`src/verilog/mipsControlMacros_macros.svh`:
```
`ifndef MIPS_CONTROL_MACROS_SVH
`define MIPS_CONTROL_MACROS_SVH

// instruction field widths, standard MIPS32 layout
`define OP_W 6 // primary opcode, bits 31:26
`define REG_IDX_W 5 // rs and rt register indices
`define FUNCT_W 6 // func field of SPECIAL encodings, bits 5:0

// operation code handed to the ALU
`define ALUOP_W 5

// REGIMM puts the branch condition in rt
// rt of 1 is bgez, every other value falls to bltz
`define RT_BGEZ 5'd1

`endif

```
`src/verilog/mipsControlPkg.sv`:
```
`include "mipsControlMacros_macros.svh"

package mipsControlPkg;

	// primary opcodes, instr[31:26]
	typedef enum logic [`OP_W-1:0] {
		opSpecial = 6'b000000, // R-type, decoded by func
		opRegimm = 6'b000001, // bgez / bltz, picked by rt
		opJ = 6'b000010,
		opJal = 6'b000011,
		opBeq = 6'b000100,
		opBne = 6'b000101,
		opBlez = 6'b000110,
		opBgtz = 6'b000111,
		opAddiu = 6'b001001, // still overflow checked
		opSlti = 6'b001010,
		opSltiu = 6'b001011,
		opAndi = 6'b001100,
		opOri = 6'b001101,
		opXori = 6'b001110,
		opLui = 6'b001111,
		opLw = 6'b100011,
		opSw = 6'b101011
	} opcode_e;

	// func codes under opSpecial
	typedef enum logic [`FUNCT_W-1:0] {
		fnSll = 6'b000000,
		fnSrl = 6'b000010,
		fnSra = 6'b000011,
		fnSllv = 6'b000100,
		fnSrlv = 6'b000110,
		fnSrav = 6'b000111,
		fnJr = 6'b001000,
		fnJalr = 6'b001001,
		fnMfhi = 6'b010000,
		fnMthi = 6'b010001,
		fnMflo = 6'b010010,
		fnMtlo = 6'b010011,
		fnMult = 6'b011000,
		fnAdd = 6'b100000,
		fnAddu = 6'b100001,
		fnSub = 6'b100010,
		fnSubu = 6'b100011,
		fnAnd = 6'b100100,
		fnOr = 6'b100101,
		fnXor = 6'b100110,
		fnNor = 6'b100111,
		fnSlt = 6'b101010,
		fnSltu = 6'b101011
	} funct_e;

	// ALU operation codes, must match the ALU decode
	typedef enum logic [`ALUOP_W-1:0] {
		aluAddu = 5'd0,
		aluSubu = 5'd1,
		aluSlt = 5'd2,
		aluAnd = 5'd3,
		aluNor = 5'd4,
		aluOr = 5'd5,
		aluXor = 5'd6,
		aluSll = 5'd7,
		aluSrl = 5'd8,
		aluSltu = 5'd9,
		aluJalr = 5'd10, // passes pc + 8 through for the link
		aluJr = 5'd11,
		aluSllv = 5'd12,
		aluSra = 5'd13,
		aluSrav = 5'd14,
		aluSrlv = 5'd15,
		aluLui = 5'd16,
		aluMult = 5'd17
	} aluOp_e;

	// register file write-back source
	typedef enum logic [1:0] {
		wbAlu = 2'd0,
		wbMem = 2'd1,
		wbHiLo = 2'd2 // hlSel picks HI or LO
	} wbSel_e;

	typedef enum logic [2:0] {
		brNone = 3'd0,
		brBeq = 3'd1,
		brBne = 3'd2,
		brBgez = 3'd3,
		brBgtz = 3'd4,
		brBlez = 3'd5,
		brBltz = 3'd6
	} branchKind_e;

	typedef struct packed {
		logic [`OP_W-1:0] op;
		logic [`REG_IDX_W-1:0] rs;
		logic [`REG_IDX_W-1:0] rt;
		logic [`FUNCT_W-1:0] func;
	} instrFields_t;

	typedef struct packed {
		logic regWr;
		logic regDst; // 1 writes rd, 0 writes rt
		logic extOp; // sign extend the immediate
		logic aluSrc; // immediate as ALU operand b
		logic memWr;
		logic checkOver; // trap on signed overflow
		logic jump;
		logic jal;
		logic jalr; // register jump, jr and jalr
		logic r31Wr;
		logic multWr;
		logic hlSel; // 1 reads HI
		logic loIn;
		logic hiIn;
		wbSel_e wbSel;
		branchKind_e branch;
		aluOp_e aluOp;
	} ctrl_t;

endpackage

```
`src/verilog/functDecoder.sv`:
```
module functDecoder (
	input mipsControlPkg::funct_e funct,
	output mipsControlPkg::ctrl_t specialCtrl
);

	// func alone, opSpecial is checked one level up
	always_comb begin
		specialCtrl = '0; // unknown func stays all zero
		case (funct)
			mipsControlPkg::fnSll: begin
				specialCtrl.regDst = 1'b1;
				specialCtrl.regWr = 1'b1;
				specialCtrl.aluOp = mipsControlPkg::aluSll; // shamt shift
			end
			mipsControlPkg::fnSrl: begin
				specialCtrl.regDst = 1'b1;
				specialCtrl.regWr = 1'b1;
				specialCtrl.aluOp = mipsControlPkg::aluSrl;
			end
			mipsControlPkg::fnSra: begin
				specialCtrl.regDst = 1'b1;
				specialCtrl.regWr = 1'b1;
				specialCtrl.aluOp = mipsControlPkg::aluSra;
			end
			mipsControlPkg::fnSllv: begin
				specialCtrl.regDst = 1'b1;
				specialCtrl.regWr = 1'b1;
				specialCtrl.aluOp = mipsControlPkg::aluSllv; // amount from rs
			end
			mipsControlPkg::fnSrlv: begin
				specialCtrl.regDst = 1'b1;
				specialCtrl.regWr = 1'b1;
				specialCtrl.aluOp = mipsControlPkg::aluSrlv;
			end
			mipsControlPkg::fnSrav: begin
				specialCtrl.regDst = 1'b1;
				specialCtrl.regWr = 1'b1;
				specialCtrl.aluOp = mipsControlPkg::aluSrav;
			end
			mipsControlPkg::fnAdd: begin
				specialCtrl.regDst = 1'b1;
				specialCtrl.regWr = 1'b1;
				specialCtrl.checkOver = 1'b1;
				specialCtrl.aluOp = mipsControlPkg::aluAddu;
			end
			mipsControlPkg::fnAddu: begin
				specialCtrl.regDst = 1'b1;
				specialCtrl.regWr = 1'b1;
				specialCtrl.aluOp = mipsControlPkg::aluAddu;
			end
			mipsControlPkg::fnSub: begin
				specialCtrl.regDst = 1'b1;
				specialCtrl.regWr = 1'b1;
				specialCtrl.checkOver = 1'b1;
				specialCtrl.aluOp = mipsControlPkg::aluSubu;
			end
			mipsControlPkg::fnSubu: begin
				specialCtrl.regDst = 1'b1;
				specialCtrl.regWr = 1'b1;
				specialCtrl.aluOp = mipsControlPkg::aluSubu;
			end
			mipsControlPkg::fnAnd: begin
				specialCtrl.regDst = 1'b1;
				specialCtrl.regWr = 1'b1;
				specialCtrl.aluOp = mipsControlPkg::aluAnd;
			end
			mipsControlPkg::fnOr: begin
				specialCtrl.regDst = 1'b1;
				specialCtrl.regWr = 1'b1;
				specialCtrl.aluOp = mipsControlPkg::aluOr;
			end
			mipsControlPkg::fnXor: begin
				specialCtrl.regDst = 1'b1;
				specialCtrl.regWr = 1'b1;
				specialCtrl.aluOp = mipsControlPkg::aluXor;
			end
			mipsControlPkg::fnNor: begin
				specialCtrl.regDst = 1'b1;
				specialCtrl.regWr = 1'b1;
				specialCtrl.aluOp = mipsControlPkg::aluNor;
			end
			mipsControlPkg::fnSlt: begin
				specialCtrl.regDst = 1'b1;
				specialCtrl.regWr = 1'b1;
				specialCtrl.aluOp = mipsControlPkg::aluSlt;
			end
			mipsControlPkg::fnSltu: begin
				specialCtrl.regDst = 1'b1;
				specialCtrl.regWr = 1'b1;
				specialCtrl.aluOp = mipsControlPkg::aluSltu;
			end
			mipsControlPkg::fnJr: begin
				specialCtrl.jalr = 1'b1; // target from rs, no link
				specialCtrl.aluOp = mipsControlPkg::aluJr;
			end
			mipsControlPkg::fnJalr: begin
				specialCtrl.jalr = 1'b1;
				specialCtrl.r31Wr = 1'b1; // link into r31
				specialCtrl.aluOp = mipsControlPkg::aluJalr;
			end
			mipsControlPkg::fnMult: begin
				specialCtrl.multWr = 1'b1; // product to HI/LO
				specialCtrl.aluOp = mipsControlPkg::aluMult;
			end
			mipsControlPkg::fnMfhi: begin
				specialCtrl.regDst = 1'b1;
				specialCtrl.regWr = 1'b1;
				specialCtrl.wbSel = mipsControlPkg::wbHiLo;
				specialCtrl.hlSel = 1'b1; // read HI
			end
			mipsControlPkg::fnMflo: begin
				specialCtrl.regDst = 1'b1;
				specialCtrl.regWr = 1'b1;
				specialCtrl.wbSel = mipsControlPkg::wbHiLo; // hlSel low reads LO
			end
			mipsControlPkg::fnMthi: begin
				specialCtrl.hiIn = 1'b1; // rs into HI
			end
			mipsControlPkg::fnMtlo: begin
				specialCtrl.loIn = 1'b1; // rs into LO
			end
			default: begin
				specialCtrl = '0;
			end
		endcase
	end

endmodule

```
`src/verilog/opcodeDecoder.sv`:
```
`include "mipsControlMacros_macros.svh"

module opcodeDecoder (
	input mipsControlPkg::opcode_e op,
	input logic [`REG_IDX_W-1:0] rt,
	input mipsControlPkg::ctrl_t specialCtrl,
	output mipsControlPkg::ctrl_t ctrl
);

	always_comb begin
		ctrl = '0; // undefined opcodes give the zero word
		case (op)
			mipsControlPkg::opSpecial: begin
				ctrl = specialCtrl; // R-type word comes from func
			end

			// immediate ALU group
			mipsControlPkg::opAddiu: begin
				ctrl.regWr = 1'b1;
				ctrl.aluSrc = 1'b1;
				ctrl.extOp = 1'b1;
				ctrl.checkOver = 1'b1; // kept from the addi behavior
				ctrl.aluOp = mipsControlPkg::aluAddu;
			end
			mipsControlPkg::opSlti: begin
				ctrl.regWr = 1'b1;
				ctrl.aluSrc = 1'b1;
				ctrl.extOp = 1'b1;
				ctrl.aluOp = mipsControlPkg::aluSlt;
			end
			mipsControlPkg::opSltiu: begin
				ctrl.regWr = 1'b1;
				ctrl.aluSrc = 1'b1;
				ctrl.extOp = 1'b1; // sign extended, then compared unsigned
				ctrl.aluOp = mipsControlPkg::aluSltu;
			end
			mipsControlPkg::opAndi: begin
				ctrl.regWr = 1'b1;
				ctrl.aluSrc = 1'b1;
				ctrl.aluOp = mipsControlPkg::aluAnd; // zero extended
			end
			mipsControlPkg::opOri: begin
				ctrl.regWr = 1'b1;
				ctrl.aluSrc = 1'b1;
				ctrl.aluOp = mipsControlPkg::aluOr;
			end
			mipsControlPkg::opXori: begin
				ctrl.regWr = 1'b1;
				ctrl.aluSrc = 1'b1;
				ctrl.aluOp = mipsControlPkg::aluXor;
			end
			mipsControlPkg::opLui: begin
				ctrl.regWr = 1'b1;
				ctrl.aluSrc = 1'b1;
				ctrl.aluOp = mipsControlPkg::aluLui;
			end

			// loads and stores, address is rs + simm
			mipsControlPkg::opLw: begin
				ctrl.regWr = 1'b1;
				ctrl.aluSrc = 1'b1;
				ctrl.extOp = 1'b1;
				ctrl.wbSel = mipsControlPkg::wbMem;
				ctrl.aluOp = mipsControlPkg::aluAddu;
			end
			mipsControlPkg::opSw: begin
				ctrl.memWr = 1'b1;
				ctrl.aluSrc = 1'b1;
				ctrl.extOp = 1'b1;
				ctrl.aluOp = mipsControlPkg::aluAddu;
			end

			// conditional branches
			mipsControlPkg::opBeq: begin
				ctrl.branch = mipsControlPkg::brBeq;
				ctrl.aluOp = mipsControlPkg::aluSubu; // zero flag compare
			end
			mipsControlPkg::opBne: begin
				ctrl.branch = mipsControlPkg::brBne;
				ctrl.aluOp = mipsControlPkg::aluSubu;
			end
			mipsControlPkg::opBlez: begin
				ctrl.branch = mipsControlPkg::brBlez;
			end
			mipsControlPkg::opBgtz: begin
				ctrl.branch = mipsControlPkg::brBgtz;
			end
			mipsControlPkg::opRegimm: begin
				// rt selects the condition
				ctrl.branch = (rt == `RT_BGEZ) ? mipsControlPkg::brBgez
					: mipsControlPkg::brBltz;
			end

			// absolute jumps
			mipsControlPkg::opJ: begin
				ctrl.jump = 1'b1;
			end
			mipsControlPkg::opJal: begin
				ctrl.jump = 1'b1;
				ctrl.jal = 1'b1;
				ctrl.r31Wr = 1'b1; // return address to r31
				ctrl.aluOp = mipsControlPkg::aluJalr;
			end

			default: begin
				ctrl = '0;
			end
		endcase
	end

endmodule

```
`src/verilog/mipsControl.sv`:
```
module mipsControl (
	input mipsControlPkg::instrFields_t instr,
	output mipsControlPkg::ctrl_t ctrl
);

	mipsControlPkg::ctrl_t specialCtrl; // func decode, used for opSpecial only

	// rs is not needed by any decoded instruction
	functDecoder i_functDecoder (
		.funct(mipsControlPkg::funct_e'(instr.func)),
		.specialCtrl(specialCtrl)
	);

	opcodeDecoder i_opcodeDecoder (
		.op(mipsControlPkg::opcode_e'(instr.op)),
		.rt(instr.rt), // REGIMM condition
		.specialCtrl(specialCtrl),
		.ctrl(ctrl)
	);

endmodule

```
`config.mk`:
```
export PLATFORM = sky130hd
export DESIGN_NAME = mipsControl
export DESIGN_NICKNAME = d
export VERILOG_FILES = /design/src/verilog/mipsControlPkg.sv /design/src/verilog/functDecoder.sv /design/src/verilog/opcodeDecoder.sv /design/src/verilog/mipsControl.sv
export VERILOG_INCLUDE_DIRS = /design/src /design/src/verilog
export SDC_FILE = /design/constraint.sdc
export NUM_CORES = 1
export LEC_CHECK = 0
export BUFFER_PORTS_ARGS = -buffer_cell sky130_fd_sc_hd__buf_4
export CORE_MARGIN = 3
export CORE_UTILIZATION = 40
export DETAILED_ROUTE_END_ITERATION = 6
export GPL_TIMING_DRIVEN = 0
export PLACE_DENSITY = 0.89
export SYNTH_ARGS = -nofsm -noshare
export SYNTH_HDL_FRONTEND = slang
export SYNTH_SLANG_ARGS = --single-unit
```
`constraint.sdc`:
```
create_clock -name vclk -period 2.7
set_input_delay 0.54 -clock vclk [all_inputs]
set_output_delay 0.54 -clock vclk [all_outputs]
set_load 0.03 [all_outputs]
```
* Word-level counts from Yosys, hierarchy flattened
Cells that the tools add are included.
** Storage, ports and cells
- Bits in registers :: 0
- Logic and storage cells :: 76
** Cells by class
- Eq/ne operators :: 39
- Muxes and demuxes :: 25
- Reduce and logical (&&, ||, !) cells :: 12
** Operator list (number)
- case mux 5 bit (16 select lines) :: 1
- equality test 6 bit (second input constant) :: 12
- equality test 6 x 4 -> 1 bit (second input constant) :: 9
- case mux 5 bit (9 select lines) :: 1
- equality test 6 x 3 -> 1 bit (second input constant) :: 7
- equality test 6 x 5 -> 1 bit (second input constant) :: 5
- equality test 6 x 2 -> 1 bit (second input constant) :: 4
- OR reduction 18 bit :: 1
- case mux 3 bit (5 select lines) :: 1
- two-way mux 1 bit :: 14
- zero test 6 bit :: 2
- OR reduction 2 bit :: 6
- OR reduction 9 bit :: 1
- OR reduction 8 bit :: 1
- equality test 6 x 1 -> 1 bit (second input constant) :: 1
- case mux 1 bit (2 select lines) :: 3
- equality test 5 x 1 -> 1 bit (second input constant) :: 1
- OR reduction 5 bit :: 1
- two-way mux 2 bit :: 2
- two-way mux 4 bit :: 1
- case mux 2 bit (2 select lines) :: 1
- two-way mux 3 bit :: 1

* Logic depth before layout (Yosys ltp)
Gate-level depths: netlist of the first run.
- Word-level depth :: 4
- Gate-level depth with buffers :: 6
- Depth with buffers taken out :: 5

* Cells and area by module
Synthesis of the first run repeated with hierarchy kept, for this count alone.
** Unflattened totals
- Cell total of the unflattened synthesis :: 155
- Area, all modules :: 1007.2 um^2
** Modules (own cells, without submodules)
- opcodeDecoder :: times used 1, cells each 85, area an instance 530.5 um^2
- functDecoder :: times used 1, cells each 70, area an instance 476.7 um^2

* Worst setup path before layout of the first run
OpenSTA, ideal clock, no wires.
- Path kind :: input to output
- Start point :: input instr[20] in the netlist's numbering
- End point :: output ctrl[14] in the netlist's numbering
- Data arrival time :: 2.609 ns
- Data required time :: 2.160 ns
- Setup slack :: -0.449 ns
- Cell stages on the path :: 5
- Path buffers :: 1
- Path through :: or3_4 or4_4 buf_6 nor3_1 a21o_1
** RTL lines
- from (decl) :: line mipsControl.sv:2 : input mipsControlPkg::instrFields_t instr,
- to (decl) :: line mipsControl.sv:3 : output mipsControlPkg::ctrl_t ctrl

==> impl_metrics.toml, run 1 <==
[placement]
dp.cells = 172
dpl-instance-area_um2 = 1010
gp_congestion = 0.868
dp_hpwl_um = 1880
place_ws_ns = -0.204
portBuffers = 40

[routing]
wl_um = 2360
via_count = 1015
viasPerCell = 5.87
ant_nets = 0
post_drt_wl_per_cell_um = 13.7
drcViolationCount = 0
firstDrtPassIters = 4
drtIter0Drc = 26

[timing]
hold_viol = 0
rsz0062_at_grt = "true"
setup_viol = 1
worst_slack_ns = -0.0155
slew_viol_final = 0
timing.final.crit_share_pct = 101
tns_ns = -0.0155
relSlewSlack_pct = 64.5
max_clock_freq_mhz = 368
tightest_slew_ns = 0.533
hold-worst-slack_ns = 1.41
layout_min_cycle_time_ns = 2.72

[global_routing]
track_usage_pct = 21.7
antenna_found_initial = 0
grt_max_degree = 11
grt_pass1_wl_um = 3660
grt_overflow = 0
grt_pass1_vias = 876

[synth]
syn-cell-area_um2 = 664
seq_area_frac_synth_pct = 0
synth.net_count = 138
ys_warn_count = 0
ys_types = 36
avgSynthCellArea_um2 = 5.73
synth_cells = 116

[layout]
multi_input_area_um2 = 643
seq_cell_count = 0
clock_buffers = 0
nets = 181
num_antenna_cells = 0
drive_above_1_share_pct = 35.7
fin_util_pct = 67.9
syn_to_final_growth_pct = 57.4
regArea_um2 = 0
final_area_um2 = 1050
finalNonFillerCells = 173
fillers = 132

[critical_path]
crit_slowest_cell = "or4_4"
crit_chain = "buf_6, or3_4, or4_4, or3_4, nor3_4, buf_6"
worst_ep_required_time_ns = 2.16
crit_path_max_fanout = 7
crit_type = "input pin to output port"
cp-start-kind = "input pin"
arrival_ns = 2.18
cpPeakStageDelay_ns = 0.48
critPathCaptureType = "output port"

[power_and_ir_drop]
power.density_nw_per_um2 = 121
power_frac_seq_pct = 0
pwr-share-clk_pct = 0
pwr-share-comb_pct = 100.0
vdd_drop_max_mv = 0.0655
p_sw_share_pct = 58.8
total_power_mw = 0.126
total_leakage_power_nw = 0.439
p_int_mw = 0.0520
netSwitchingPower_mw = 0.0741

[die]
die_area_um2 = 2190
die_w_um = 46.8
row_count = 14
dieHeight_um = 46.8
boundaryPins = 46
start_util_pct = 43.1
coreArea_um2 = 1540

[worst_hold_path]
min_path_cells = 3
hp-class = "input pin to output port"

[outcome]
status = "finished, violations left"
failed_checks = "negative setup slack"

[cts]
postCtsHoldBufs = 0

[flow_run]
cap_violations = 0
-- power groups by stage --
stage | sequential (mW) | clock, mW | combinational, mW
floorplan | 0 | 0 | 0.0731
global placement | 0 | 0 | 0.118
detailed placement | 0 | 0 | 0.121
CTS | 0 | 0 | 0.124
global route | 0 | 0 | 0.138
finish | 0 | 0 | 0.126
-- Yosys cell counts (all sizes together) (2+ instances only) --
| master | number | area (um^2) |
|---|---|---|
| nor3 | 7 | 40.0 |
| nor2b | 6 | 37.5 |
| clkbuf | 9 | 33.8 |
| nor2 | 12 | 45.0 |
| a21boi | 2 | 15.0 |
| o31ai | 3 | 22.5 |
| nand3 | 5 | 25.0 |
| a21oi | 8 | 40.0 |
| o21ai | 11 | 55.1 |
| or2 | 4 | 25.0 |
| nand2 | 11 | 41.3 |
| o2bb2ai | 3 | 26.3 |
| or3 | 3 | 28.8 |
| nand2b | 5 | 31.3 |
| o22ai | 2 | 12.5 |
| inv | 4 | 15.0 |
| nor3b | 4 | 30.0 |
| a31oi | 2 | 12.5 |
-- metal layers --
metal	vias to the layer above	share of wire [%]	GRT usage [%]
met5	-	0	0
met4	0	1.5	6.08
met3	6	8.5	1.53
met2	51	51	41.8
met1	453	39	25.5
li1	505	-	-
-- worst max-delay path: cells and delay by family --
kind	cells	cell delay [ns]
and+or+nand+nor	4	1.39
buffers and inverters	2	0.24
-- worst paths after layout --
kind / startpoint / to
worst min-delay path: instr[20] / ctrl[21]
worst max-delay path: instr[19] / ctrl[12]
-- cells by family (layout without fill, tap and decap cells) --
logic type / count (synthesis) / count (layout) / share of synthesized area, %
and+or+nand+nor: 63 / 63 / 52.7
AOI/OAI and AO/OA: 38 / 38 / 36.9
buffers and inverters: 14 / 55 / 9.04
xor gates and xnor gates: 1 / 1 / 1.32
-- area by class of cell --
class / count / share of cell area, %
multi-input combinational: 102 / 61.5
timing repair buffer: 42 / 31.9
buffer: 9 / 3.23
tap: 16 / 1.91
inverter: 4 / 1.44
-- repair_timing --
item	4_1_cts	5_1_grt
pin swaps	1	0
buffers inserted	2	0
gates resized for setup	4	3
setup endpoints to repair	10	4
-- placed cells by master, fill, tap and decap left out, types with 4 or more instances in the layout --
master    count
a21oi_1       7
buf_4        38
clkbuf_1      9
inv_1         4
nand2_1      11
nand2b_1      5
nand3_1       5
nor2_1       11
nor2b_1       6
nor3_1        4
nor3b_1       4
o21ai_0      10
No activity file was read; power rests on OpenSTA's default activity.
==> run 2: changes to the inputs <==
--- a/config.mk
+++ b/config.mk
@@ -8,10 +8,10 @@
 export LEC_CHECK = 0
 export BUFFER_PORTS_ARGS = -buffer_cell sky130_fd_sc_hd__buf_4
 export CORE_MARGIN = 3
-export CORE_UTILIZATION = 40
+export CORE_UTILIZATION = 44
 export DETAILED_ROUTE_END_ITERATION = 6
 export GPL_TIMING_DRIVEN = 0
-export PLACE_DENSITY = 0.89
+export PLACE_DENSITY = 0.95
 export SYNTH_ARGS = -nofsm -noshare
 export SYNTH_HDL_FRONTEND = slang
 export SYNTH_SLANG_ARGS = --single-unit
==> run 2 against run 1 <==
The flow now finishes without violations. Fmax grew 1.2%. Design area grew 1.9%. Combinational power is essentially flat. Power grew 0.85%. Critical endpoint unchanged. Highest routed layer unchanged.
==> impl_metrics.toml, run 2 (synthesis results as in run 1) <==
[outcome]
status = "completed"

[power_and_ir_drop]
total_leakage_power_nw = 0.443
netSwitchingPower_mw = 0.0749
power_frac_seq_pct = 0
pwr-share-comb_pct = 100.0
p_int_mw = 0.0524
p_sw_share_pct = 58.8
pwr-share-clk_pct = 0
vdd_drop_max_mv = 0.0739
power.density_nw_per_um2 = 119

[worst_hold_path]
hp-class = "input pin to output port"
min_to = "ctrl[21]"
min_path_cells = 3
min-delay-start = "instr[20]"

[routing]
drtIter0Drc = 21
viasPerCell = 5.92
wl_um = 2360
via_count = 1018
ant_nets = 0
drcViolationCount = 0
firstDrtPassIters = 4
post_drt_wl_per_cell_um = 13.7

[global_routing]
grt_util_met3_pct = 0.398
use_met2_pct = 47.3
grt_max_degree = 11
grt_pass1_wl_um = 3790
antenna_found_initial = 0
grt_pass1_vias = 905
track_usage_pct = 23.7
use_met1_pct = 27.7
top_usage_layer = "met2"
grt_overflow = 0

[placement]
dp.cells = 171
dp_hpwl_um = 1790
gp_congestion = 0.877
portBuffers = 40

[timing]
timing.final.crit_share_pct = 99.4
slew_viol_final = 0
layout_min_cycle_time_ns = 2.68
hold-worst-slack_ns = 1.40
setup_viol = 0
tns_ns = 0
hold_viol = 0
rsz0062_at_grt = "true"
max_clock_freq_mhz = 373
relSlewSlack_pct = 64.3
tightest_slew_ns = 0.536

[die]
boundaryPins = 46
die_w_um = 44.9
dieHeight_um = 44.9
start_util_pct = 48.6
row_count = 13
die_area_um2 = 2010
coreArea_um2 = 1370

[layout]
final_cell_mix = "buf_4, nor2_1, nand2_1, o21ai_0, clkbuf_1"
num_antenna_cells = 0
nets = 181
regArea_um2 = 0
drive_above_1_share_pct = 36.3
fillers = 105
clock_buffers = 0
finalNonFillerCells = 172
multi_input_area_um2 = 657
seq_cell_count = 0
final_common_cell = "buf_4"
syn_to_final_growth_pct = 60.5

[critical_path]
cpPeakStageDelay_ns = 0.48
critPathCaptureType = "output port"
arrival_ns = 2.14
crit_type = "input pin to output port"
crit_chain = "buf_6, or3_4, or4_4, or3_4, nor3_4, buf_6"
worst_ep_required_time_ns = 2.16
crit_slowest_cell = "or4_4"
crit_path_max_fanout = 6
cp-start-kind = "input pin"
startpoint = "instr[19]"

[cts]
postCtsHoldBufs = 0

[flow_run]
cap_violations = 0
## run 2: routing by layer
layer  share of wire, %  vias up
li1                   -      507
met1                 40      466
met2                 53       43
met3                6.7        2
met4               0.89        0
met5                  0        -
## run 2: how the worst max path moves through the flow
stage	cells past startpoint	end	slack (ns)
after global placement	7	ctrl[1]	-0.19
final	6	ctrl[12]	0.02
after global routing	6	ctrl[12]	-0.02
after detailed placement	7	ctrl[1]	-0.18
after floorplan	5	ctrl[14]	-0.15
after CTS	6	ctrl[12]	-0.06
## run 2: power by group through the flow
| stage | logic, mW | registers [mW] | clock network [mW] |
|---|---|---|---|
| finish | 0.127 | 0 | 0 |
| global route | 0.138 | 0 | 0 |
| CTS | 0.125 | 0 | 0 |
| detailed placement | 0.120 | 0 | 0 |
| global placement | 0.117 | 0 | 0 |
| floorplan | 0.0731 | 0 | 0 |
## run 2: what timing repair did
action	in CTS	in global routing
setup buffers	2	0
pin swaps	4	1
resized for setup	10	1
setup endpoints to repair	10	14
## run 2: critical path, delay by kind of cell
family / cells / cell delay (ns)
simple gates: 4 / 1.37
buf+inv: 2 / 0.24
## run 2: area by class of cell
| class | count | area share [%] |
|---|---|---|
| buffer | 9 | 3.17 |
| inverter | 4 | 1.41 |
| multi-input combinational | 102 | 61.6 |
| tap | 15 | 1.76 |
| timing repair buffer | 42 | 32.0 |
## run 2: per-stage QoR
step	area, um^2	power (mW)	worst slack [ns]	utilization (%)
after floorplan	692	0.0731	-0.149	-
after global placement	1010	0.117	-0.190	74.0
after detailed placement	1010	0.120	-0.182	74.0
after CTS	1060	0.125	-0.0643	77.4
after global routing	1070	0.138	-0.0233	78.0
final	1070	0.127	0.0171	78.0
